## src/rtl/tage_cfg.svh

```systemverilog
`ifndef TAGE_CFG_SVH
`define TAGE_CFG_SVH

// Table geometry
`define TAGE_INDEX_BITS 10
`define TAGE_TAG_BITS 8
`define TAGE_NUM_BANKS 4

// Global history length per tagged bank, shortest first
`define TAGE_HIST_LEN_0 10
`define TAGE_HIST_LEN_1 20
`define TAGE_HIST_LEN_2 40
`define TAGE_HIST_LEN_3 80

// Accepted commits between two useful-bit refresh pulses
`define TAGE_REFRESH_PERIOD 64

`endif

```

## src/rtl/tage_pred_pkg.sv

```systemverilog
`include "tage_cfg.svh"

package tage_pred_pkg;

    typedef logic [`TAGE_INDEX_BITS-1:0] tage_index_t;
    typedef logic [`TAGE_TAG_BITS-1:0] tage_tag_t;

    // 3-bit prediction counter, msb set means taken
    typedef logic [2:0] tage_ctr_t;
    typedef logic [1:0] tage_useful_t;

    // Everything derived from pc and history at prediction time
    typedef struct packed {
        tage_index_t base_index;
        tage_index_t [`TAGE_NUM_BANKS-1:0] bank_index;
        tage_tag_t [`TAGE_NUM_BANKS-1:0] bank_tag;
    } tage_fold_t;

    // Travels with the branch down the pipe and comes back at commit.
    // With no provider, provider_ctr holds the base counter in its low two bits
    typedef struct packed {
        logic provider_hit;
        logic [1:0] provider_bank;
        tage_ctr_t provider_ctr;
        logic alt_taken;
        logic [`TAGE_NUM_BANKS-1:0] useful_zero;
        tage_fold_t fold;
    } tage_pred_info_t;

endpackage

```

## src/rtl/tage_history.sv

```systemverilog
`timescale 1ns/1ps
`include "tage_cfg.svh"

module tage_history (
    input  logic                      clk,
    input  logic                      rst,
    input  logic                      pause,
    input  logic                      recover,
    input  logic                      branch_happen,
    input  logic                      pred_taken,
    input  logic [31:0]               br_pc,
    input  logic                      commit,
    input  logic                      committed_taken,
    output tage_pred_pkg::tage_fold_t fold
);
    import tage_pred_pkg::*;

    localparam int HIST_BITS = `TAGE_HIST_LEN_3;
    localparam int NB = `TAGE_NUM_BANKS;
    localparam int HIST_LEN [NB] = '{`TAGE_HIST_LEN_0, `TAGE_HIST_LEN_1,
                                     `TAGE_HIST_LEN_2, `TAGE_HIST_LEN_3};

    logic [HIST_BITS-1:0] spec_hist;
    logic [HIST_BITS-1:0] com_hist;
    logic [HIST_BITS-1:0] com_hist_next;

    // Xor the newest len bits down to index width
    function automatic tage_index_t fold_index(input logic [HIST_BITS-1:0] h, input int len);
        tage_index_t f;
        f = '0;
        for (int j = 0; j < HIST_BITS; j++) begin
            if (j < len) f[j % `TAGE_INDEX_BITS] ^= h[j];
        end
        return f;
    endfunction

    // Same, down to tag width
    function automatic tage_tag_t fold_tag(input logic [HIST_BITS-1:0] h, input int len);
        tage_tag_t f;
        f = '0;
        for (int j = 0; j < HIST_BITS; j++) begin
            if (j < len) f[j % `TAGE_TAG_BITS] ^= h[j];
        end
        return f;
    endfunction

    assign com_hist_next = commit ? {com_hist[HIST_BITS-2:0], committed_taken} : com_hist;

    always_ff @(posedge clk) begin
        if (rst) begin
            spec_hist <= '0;
            com_hist <= '0;
        end else begin
            com_hist <= com_hist_next;
            // Recover wins over a new speculative branch
            if (recover) begin
                spec_hist <= com_hist_next;
            end else if (branch_happen && !pause) begin
                spec_hist <= {spec_hist[HIST_BITS-2:0], pred_taken};
            end
        end
    end

    always_comb begin
        fold.base_index = br_pc[13:4];
        for (int b = 0; b < NB; b++) begin
            fold.bank_index[b] = fold_index(spec_hist, HIST_LEN[b]) ^ br_pc[13:4];
            fold.bank_tag[b] = br_pc[21:14] ^ fold_tag(spec_hist, HIST_LEN[b]);
        end
    end

endmodule

```

## config.mk

```make
export PLATFORM = sky130hd
export DESIGN_NAME = tage_history
export DESIGN_NICKNAME = d
export VERILOG_FILES = /design/src/rtl/tage_pred_pkg.sv /design/src/rtl/tage_history.sv
export VERILOG_INCLUDE_DIRS = /design/src /design/src/rtl
export SDC_FILE = /design/constraint.sdc
export NUM_CORES = 1
export LEC_CHECK = 0
export ABC_CLOCK_PERIOD_IN_PS = 3050
export CAP_MARGIN = 10
export CORE_ASPECT_RATIO = 0.5
export CORE_MARGIN = 10
export CORE_UTILIZATION = 50
export CTS_CLUSTER_DIAMETER = 50
export DETAILED_ROUTE_END_ITERATION = 8
export DONT_BUFFER_PORTS = 1
export PLACE_DENSITY = 0.71
export SLEW_MARGIN = 10
export SYNTH_ARGS = -nofsm -noshare
export SYNTH_HDL_FRONTEND = slang
export SYNTH_SLANG_ARGS = --single-unit
export TNS_END_PERCENT = 5
```

## constraint.sdc

```tcl
create_clock -name clk -period 3.05 [get_ports clk]
set_input_delay 0.4575 -clock clk [delete_from_list [all_inputs] [get_ports clk]]
set_output_delay 0.4575 -clock clk [all_outputs]
set_load 0.05 [all_outputs]
```

# --- Word-level counts from Yosys, hierarchy flattened ---
# Index checks and enable logic that the tools add are counted.
# Widths: inputs -> output; s select.
op_classes:
  shift: 0
  order_cmp: 0
  div: 0
  eq_ne: 0
  n_addsub: 0
  n_mux: 3
  n_reduce_logical: 3
  n_bitwise: 150
  n_mul: 0
op_table:
  columns: ["op", "count"]
  rows:
  - ["$mux 80", 3]
  - ["$xor 1x1->1", 142]
  - ["$xor 10x10->10", 4]
  - ["$xor 8x8->8", 4]
  - ["$reduce_bool 2->1", 1]
  - ["$logic_and 1x1->1", 1]
  - ["$logic_not 1->1", 1]
word_totals:
  output_inout_bits: 82
  input_bits: 40
  mem_bits_rw: 0
  n_memories: 0
  latch_bits: 0
  reg_bits: 160
  rom_bits: 0

# --- Logic depth before layout (Yosys ltp) ---
# Gate-level depths: netlist (run 1).
logic_depth:
  ltp_word: 10
  ltp_mapped: 6
  depth_no_buf: 3

# --- Worst setup path before layout (run 1) ---
# Ideal clock, no wire load.
synth_timing:
  path_kind: "reg2out"
  from: "reg spec_hist[6]"
  to: "out fold[68] (netlist name)"
  t_arrival_ns: 2.704
  path_stages_with_launch: 5
  slack_ns: -0.112
  path_buffers: 1
  path_cell_list: "dfxtp_1 buf_2 xor3_1 xnor2_1 xnor2_1"
synth_rtl:
  columns: ["element", "line_no", "text"]
  rows:
  - ["start, declared", "tage_history.sv:23", "logic [HIST_BITS-1:0] spec_hist;"]
  - ["start signal, assigned", "tage_history.sv:57", "spec_hist <= com_hist_next;"]
  - ["start signal, assigned", "tage_history.sv:59", "spec_hist <= {spec_hist[HIST_BITS-2:0], pred_taken};"]
  - ["end, declared", "tage_history.sv:14", "output tage_pred_pkg::tage_fold_t fold"]

==> results of run 1 <==
-- registers in the layout (all words and copies together) (netlist names) --
| name | count |
|---|---|
| spec_hist | 80 |
| com_hist | 80 |
-- layout make-up --
type                       instances  area (sq um)  area share (%)
clock inverter                    12         101.3           1.095
timing repair buffer              66         583.1           6.302
inverter                           6         22.52          0.2434
multi-input combinational        506          4618           49.92
tap                              221         276.5           2.989
sequential                       160          3203           34.62
clock buffer                      20         446.7           4.828
-- synthesized netlist by cell type --
cell type and n:
dfxtp_1 160, clkbuf_1 25, mux2_2 38, xor3_1 8, buf_1 10, nor2_1 80
xnor3_2 5, xor2_1 22, buf_2 15, o21a_1 38, buf_4 10, inv_1 6
xor3_4 2, xor2_2 2, xnor3_1 17, or2_2 1, nand2b_1 1, xnor2_1 88
xnor2_4 2, mux2i_1 122, a21oi_1 38, o2bb2ai_1 42
-- metal layers --
metal	up-vias	track usage, %
met5	-	0
met2	89	30.94
met4	0	6.220
met3	21	2.999
li1	2576	-
met1	2613	20.54
-- path summary, 6_finish.rpt --
path | from | end
setup reg to reg | spec_hist[9] | spec_hist[9]
hold reg to reg | com_hist[79] | com_hist[79]
setup / recovery | spec_hist[7] | fold[69]
hold / removal | rst | com_hist[1]
-- through the flow --
stage	setup WS (ns)	power (uW)	cells	setup TNS [ns]	utilization (%)
2_1_floorplan	-0.1042	3324	732	-0.7097	-
3_3_place_gp	0.6270	3636	959	0	55.59
3_5_place_dp	0.5963	3645	959	0	55.59
4_1_cts	0.1376	5625	991	0	59.10
5_1_grt	0.07134	5739	991	0	59.10
6_report	0.1474	5584	991	0	59.10
-- layout by cell type (no fill, tap or decap), types with 7 or more instances in the layout --
cell,synthesis,routed
xnor3_1,17,17
xor2_1,22,22
clkbuf_16,0,17
a21oi_1,38,38
dfxtp_1,160,160
buf_4,10,59
nor2_1,80,80
o2bb2ai_1,42,42
o21a_1,38,38
mux2i_1,122,122
xor3_1,8,8
buf_12,0,7
xnor2_1,88,87
mux2_2,38,38
-- logic make-up (layout without fill, tap and decap cells) --
logic type / after synthesis / after routing / share of synthesized area [%]
multiplexers: 160 / 160 / 20.33
buffers and inverters: 66 / 104 / 3.749
AND/OR/NAND/NOR: 82 / 82 / 3.857
flip-flops: 160 / 160 / 39.49
XOR/XNOR: 146 / 146 / 22.17
AO/OA/AOI/OAI: 118 / 118 / 10.40
-- worst max-delay path: cells and delay by family, from the launching register on --
kind / cells / cell delay, ns
buf+inv: 1 / 0.22
xor+xnor: 3 / 1.31
flops: 1 / 0.49
-- power groups by stage --
stage          Clock (uW)  Combinational, uW  Sequential (uW)
6_report             2000               1420             2170
5_1_grt              2100               1470             2170
4_1_cts              2020               1430             2170
3_5_place_dp            0               1430             2220
3_3_place_gp            0               1420             2210
2_1_floorplan           0               1130             2200
==> results_dict.tcl, run 1 <==
set metrics [dict create \
    core_sq_um 15660 \
    crit_slowest_cell "xor3_1" \
    intPower_uw 3732 \
    route.met3.wl_um 592 \
    synth_top_area_cell "dfxtp_1" \
    via_count 5299 \
    p_switching_uw 1852 \
    stdcell_area_sq_um 9251 \
    cp_common_cell "xnor2_1" \
    synth.area.top_cells "dfxtp_1, mux2i_1, xnor2_1" \
    dr.pass1.iters 5 \
    placed_area_sq_um 8703 \
    path_cells "xor3_1 > xnor2_1 > xnor2_1 > buf_4" \
    ios 122 \
    cts_inserted_buffers 17 \
    start_util_pct 51.81 \
    postRouteAntennaNets 0 \
    fmax_mhz 344.5 \
    post_cts_buffers 0 \
    postSynthAreaPerCell_sq_um 11.08 \
    yosysSeqAreaShare_pct 39.49 \
    die_x_um 200.1 \
    r2r_setup_slack_ns 1.96 \
    cts_resized 0 \
    cp_slowest_stage_delay_ns 0.74 \
    r2r_cells 3 \
    share_comb_of_total_power_pct 25.4 \
    p_per_area_nw_per_um2 603.6 \
    finalNetCount 797 \
    antenna_found_initial 0 \
    clk_transition_reported_paths_ns 0.06 \
    top_layer "met4" \
    startpoint_type "register" \
    synth-seq-cells 160 \
    synth_cells 732 \
    cp.arrival_ns 2.45 \
    drv_cap 0 \
    wl_met1_um 8443 \
    setup_viol 0 \
    hold-worst-slack_ns 0.1416 \
    area_delta_synth_final_pct 14.07 \
    insertion_delay_ns 0.43 \
    hold_viol_final 0 \
    syn_nets 772 \
    overflow 0 \
    clkPwrFrac_pct 35.8 \
    htreeDepth 4 \
    syn-cell-area_sq_um 8110 \
    clockBufferDepth 2 \
    die_y_um 110.1 \
    dieArea_sq_um 22020 \
    status "completed" \
    drt_iter0_drc 430 \
    rsz0062_at_grt "no" \
    slew_headroom_pct 32.70 \
    grt_usage_pct 17.13 \
    fin_crit_ns 2.903 \
    finalCritPeriodShare_pct 95.17 \
    avgRoutedWirePerCell_um 19.08 \
    synth.distinct_cells 22 \
    cts_tree "done" \
    switching_share_pct 33.16 \
    clock_tree.root_cell "clkbuf_16" \
    path_class "reg2out" \
    num_rows 32 \
    peakVddDrop_v 0.0004505 \
    cts_hold_buf 0 \
    hold_class "in2reg" \
    synth.top_cell.area_share_pct 39.49 \
    via_per_inst 5.347 \
    synth_warnings 0 \
    drive_gt1_share_pct 19.22 \
    grt_max_degree 120 \
    slew_viol_final 0 \
    globalplace.congestion 0.8299 \
    grt_first_pass_wirelength_um 29580 \
    fin_skew_ns 0.008181 \
    min_path_cells 1 \
    p_seq_share_pct 38.8 \
    drc_errors 0 \
    wirelength_um 18910 \
    cts_sinks 160 \
    cp_max_fo 6 \
    fillers 1312 \
    diodes 0 \
    port_buffers 0 \
    wl_met2_um 9607 \
    power_leakage_uw 0.003977 \
    worstMarginPinSlew_ns 1.010 \
    end_kind "output port" \
    grt_pass1_vias 5191 \
    dp.final_hpwl_um 13270 \
    cp.required_ns 2.59 \
]
Note: power is estimated with default switching activity, not from simulation.
==> inputs of run 2 (changes only) <==
Settings changed: RECOVER_POWER set to 50.
==> run 2 against run 1 <==
Effect of this change:
- the flow now finishes with violations (capacitance limit, slew limit)
- sequential power hardly changed
- fmax up 0.39%
- via count fell by 0.30%
- wire length hardly changed
- largest power group unchanged
==> results_dict.tcl, run 2 (synthesis results as in run 1) <==
set metrics [dict create \
    status "finished, violations left" \
    failed_checks "capacitance limit, slew limit" \
    cts_hold_buf 0 \
    cp_common_cell "xnor2_1" \
    largest_registers "com_hist (80), spec_hist (80)" \
    overflow 0 \
    dieArea_sq_um 22020 \
    crit_slowest_cell "xor3_1" \
    start_util_pct 51.81 \
    setup_ws_ns 0.1588 \
    place_inst 959 \
    grt_pass1_vias 5191 \
    fmax_mhz 345.9 \
    htreeDepth 4 \
    dr.pass1.iters 5 \
    globalplace.congestion 0.8299 \
    hold_viol_final 0 \
    min_path_cells 1 \
    r2r_setup_slack_ns 1.95 \
    dp.final_hpwl_um 13270 \
    drv_cap 1 \
    path_class "reg2out" \
    peakVddDrop_v 0.0004513 \
    cts_inserted_buffers 17 \
    final_cells 991 \
    hold_end "com_hist[46]" \
    end_kind "output port" \
    reg2reg_to "spec_hist[9]" \
    cp_max_fo 6 \
    power_uw 5588 \
    num_rows 32 \
    clk_transition_reported_paths_ns 0.07 \
    ios 122 \
    area_delta_synth_final_pct 13.98 \
    post_cts_buffers 0 \
    wirelength_um 18900 \
    dpl_worst_slack_ns 0.5963 \
    clockBufferDepth 2 \
    avgRoutedWirePerCell_um 19.07 \
    final_common_cell "dfxtp_1" \
    grt_usage_pct 17.13 \
    insertion_delay_ns 0.43 \
    core_sq_um 15660 \
    grt_max_degree 120 \
    r2r_cells 3 \
    p_per_area_nw_per_um2 604.5 \
    fin_crit_ns 2.891 \
    cp.required_ns 2.59 \
    antenna_found_initial 0 \
    cts_resized 0 \
    fin_skew_ns 0.007693 \
    drt_iter0_drc 410 \
    clock_tree.root_cell "clkbuf_16" \
    slew_viol_final 32 \
    fin_util_pct 59.05 \
    top_usage_layer "met2" \
    cp_slowest_stage_delay_ns 0.74 \
    hold_class "in2reg" \
    startpoint_type "register" \
    cts_tree "done" \
    power_leakage_uw 0.003972 \
    diodes 0 \
    path_cells "xor3_1 > xnor2_1 > xnor2_1 > buf_4" \
    worstMarginPinSlew_ns 1.784 \
    die_x_um 200.1 \
    most-common-layout-cells "dfxtp_1, mux2i_1, xnor2_1, nor2_1, buf_4" \
    cts_sinks 160 \
    slew_headroom_pct -18.93 \
    use_met1_pct 20.54 \
    setup_viol 0 \
    drc_errors 0 \
    via_per_inst 5.331 \
    finalCritPeriodShare_pct 94.79 \
    grt_use_met3_pct 2.999 \
    met2_usage_pct 30.94 \
    die_y_um 110.1 \
    via_count 5283 \
    min_from "rst" \
    postRouteAntennaNets 0 \
    hold-worst-slack_ns 0.1271 \
    grt_first_pass_wirelength_um 29580 \
    drive_gt1_share_pct 19.09 \
    reg2reg_from "spec_hist[9]" \
    cp.arrival_ns 2.43 \
    rsz0062_at_grt "no" \
    port_buffers 0 \
    finalNetCount 797 \
]
## run 2: cell counts in the layout (fill, tap and decap cells not counted)
Identical to the previous run, type by type.
## run 2: how the worst max path moves through the flow
stage	depth (start not counted)	to	slack, ns	start
2_1_floorplan	3	fold[67]	-0.10	spec_hist[5]
3_3_place_gp	4	fold[69]	0.63	spec_hist[7]
3_5_place_dp	3	fold[24]	0.60	spec_hist[0]
4_1_cts	3	fold[24]	0.14	spec_hist[0]
5_1_grt	4	fold[69]	0.07	spec_hist[7]
6_report	4	fold[69]	0.16	spec_hist[7]
## run 2: metal layers
| layer | vias up | share of wire [%] |
|---|---|---|
| li1 | 2585 | - |
| met1 | 2607 | 45 |
| met2 | 70 | 51 |
| met3 | 21 | 2.8 |
| met4 | 0 | 1.4 |
| met5 | - | 0 |
## run 2: power by group
| part | total (uW) | internal (uW) | switching [uW] |
|---|---|---|---|
| logic | 1420 | 532 | 887 |
| registers | 2170 | 2120 | 48.8 |
| clock network | 2000 | 1080 | 919 |
| total | 5590 | 3730 | 1850 |
## run 2: stage by stage
step | TNS, ns | cell area [sq um]
after detailed placement | 0 | 8703
final | 0 | 9244
after CTS | 0 | 9251
after global routing | 0 | 9244
after floorplan | -0.7097 | 8118
after global placement | 0 | 8703
## run 2: worst max-delay path, delay by kind of cell (launching register included)
kind	cells	cell delay [ns]
buf+inv	1	0.22
flops	1	0.49
xor+xnor	3	1.30
## run 2: cell type report
class                           instances  area [sq um]
Clock buffer                           20         446.7
Clock inverter                         12         101.3
Fill cell                            1314          6411
Inverter                                6         22.52
Multi-Input combinational cell        506          4611
Sequential cell                       160          3203
Tap cell                              221         276.5
Timing Repair Buffer                   66         583.1
==> inputs of run 3 (changes only) <==
Settings changed: ABC_CLOCK_PERIOD_IN_PS 3050 to 2850, TNS_END_PERCENT 5 to 100.
Clock period 3.05 ns to 2.85 ns, I/O delays scaled along.
==> run 3 against run 2 <==
Effect of this change:
- the flow still finishes with violations (capacitance limit, slew limit)
- worst setup slack got worse by 0.072 ns
- sequential power rose by 7%
- global-route usage rose by 0.55 points
- cell count rose by 0.20%
- register-to-register slack got worse by 0.10 ns
- largest cell class unchanged
- highest routed layer unchanged
==> results_dict.tcl, run 3 (synthesis results as in run 1) <==
set metrics [dict create \
    num_rows 32 \
    cts_tree "done" \
    startpoint_type "register" \
    fin_crit_ns 2.763 \
    insertion_delay_ns 0.41 \
    ios 122 \
    hold_viol_final 0 \
    slew_headroom_pct -68.70 \
    setup_ws_ns 0.08720 \
    clk_transition_reported_paths_ns 0.07 \
    status "finished, violations left" \
    dpl_worst_slack_ns 0.5503 \
    power_uw 6178 \
    cts_hold_buf 0 \
    finalNetCount 799 \
    drt_iter0_drc 370 \
    dr.pass1.iters 5 \
    cts_resized 0 \
    power_leakage_uw 0.004101 \
    finalCritPeriodShare_pct 96.94 \
    largest_registers "com_hist (80), spec_hist (80)" \
    dp.final_hpwl_um 13750 \
    clockBufferDepth 2 \
    via_per_inst 5.378 \
    cts_sinks 160 \
    cts_inserted_buffers 17 \
    globalplace.congestion 0.8276 \
    drc_errors 0 \
    diodes 0 \
    grt_max_degree 120 \
    p_per_area_nw_per_um2 655.5 \
    die_x_um 200.1 \
    placed_area_sq_um 8828 \
    fin_skew_ns 0.01030 \
    peakVddDrop_v 0.0004239 \
    area_delta_synth_final_pct 16.20 \
    end_kind "output port" \
    grt_first_pass_wirelength_um 30490 \
    overflow 0 \
    start_util_pct 51.81 \
    worstMarginPinSlew_ns 2.530 \
    hold_class "in2reg" \
    rsz0062_at_grt "no" \
    fillers 1264 \
    postRouteAntennaNets 0 \
    via_count 5340 \
    path_class "reg2out" \
    clock_tree.root_cell "clkbuf_16" \
    most-common-layout-cells "dfxtp_1, mux2i_1, nor2_1, xnor2_1, buf_4" \
    antenna_found_initial 0 \
    post_cts_buffers 0 \
    die_y_um 110.1 \
    grt_usage_pct 17.68 \
    drive_gt1_share_pct 21.11 \
    setup_viol 0 \
    port_buffers 0 \
    htreeDepth 4 \
    failed_checks "capacitance limit, slew limit" \
    fmax_mhz 362.0 \
    core_sq_um 15660 \
    tns_ns 0 \
    wirelength_um 19530 \
    cp.arrival_ns 2.34 \
    slew_viol_final 33 \
    stdcell_area_sq_um 9424 \
    final_common_cell "dfxtp_1" \
    avgRoutedWirePerCell_um 19.67 \
    cp_max_fo 4 \
    cp.required_ns 2.42 \
    drv_cap 1 \
    hold-worst-slack_ns 0.1132 \
    grt_pass1_vias 5346 \
    dieArea_sq_um 22020 \
]
run 3: cell types whose count changed in the layout (fill, tap and decap cells not counted), moves of 2 or more:
| cell | delta |
|---|---|
| inv_6 | -3 |
| clkinvlp_4 | -2 |
| bufinv_16 | +2 |
| clkinv_2 | +2 |
| xnor2_2 | +12 |
| inv_8 | +2 |
| xnor2_1 | -12 |
run 3: metal layers:
layer / track usage (%) / part of all wire, %
met4: 4.813 / 1.3
met1: 21.65 / 44
met2: 31.77 / 50
met3: 3.407 / 4.5
met5: 0 / 0
run 3: cell type report:
cell class                      instances  area, sq um  area share [%]
Timing Repair Buffer                   68        610.6           6.479
Multi-Input combinational cell        506         4716           50.04
Inverter                                6        22.52          0.2390
Sequential cell                       160         3203           33.99
Clock inverter                         13        152.6           1.620
Tap cell                              221        276.5           2.934
Clock buffer                           19        442.9           4.700
run 3: worst paths after layout:
check / start / to / slack, ns / cells after the start
worst max-delay path: spec_hist[10] / fold[26] / 0.09 / 4
worst min-delay path: rst / com_hist[47] / 0.11 / 1
worst max register to register: spec_hist[2] / spec_hist[3] / 1.85 / 2
worst min register to register: com_hist[79] / com_hist[79] / 0.51 / 2
run 3: report_power, final:
part           switching, uW  internal (uW)  total [uW]
logic                    972            599        1570
registers               51.8           2270        2320
clock network            952           1340        2290
run 3: through the flow:
step | cells | util (%)
after floorplan | 732 | -
after global placement | 961 | 56.39
after detailed placement | 961 | 56.39
after CTS | 993 | 60.20
after global routing | 993 | 60.20
final | 993 | 60.20
run 3: worst max-delay path, stage by stage, from the launching register on:
cell and delay [ns]:
dfxtp_1 0.35, xnor2_1 0.49, xnor3_2 0.48, xnor3_1 0.42, buf_12 0.18
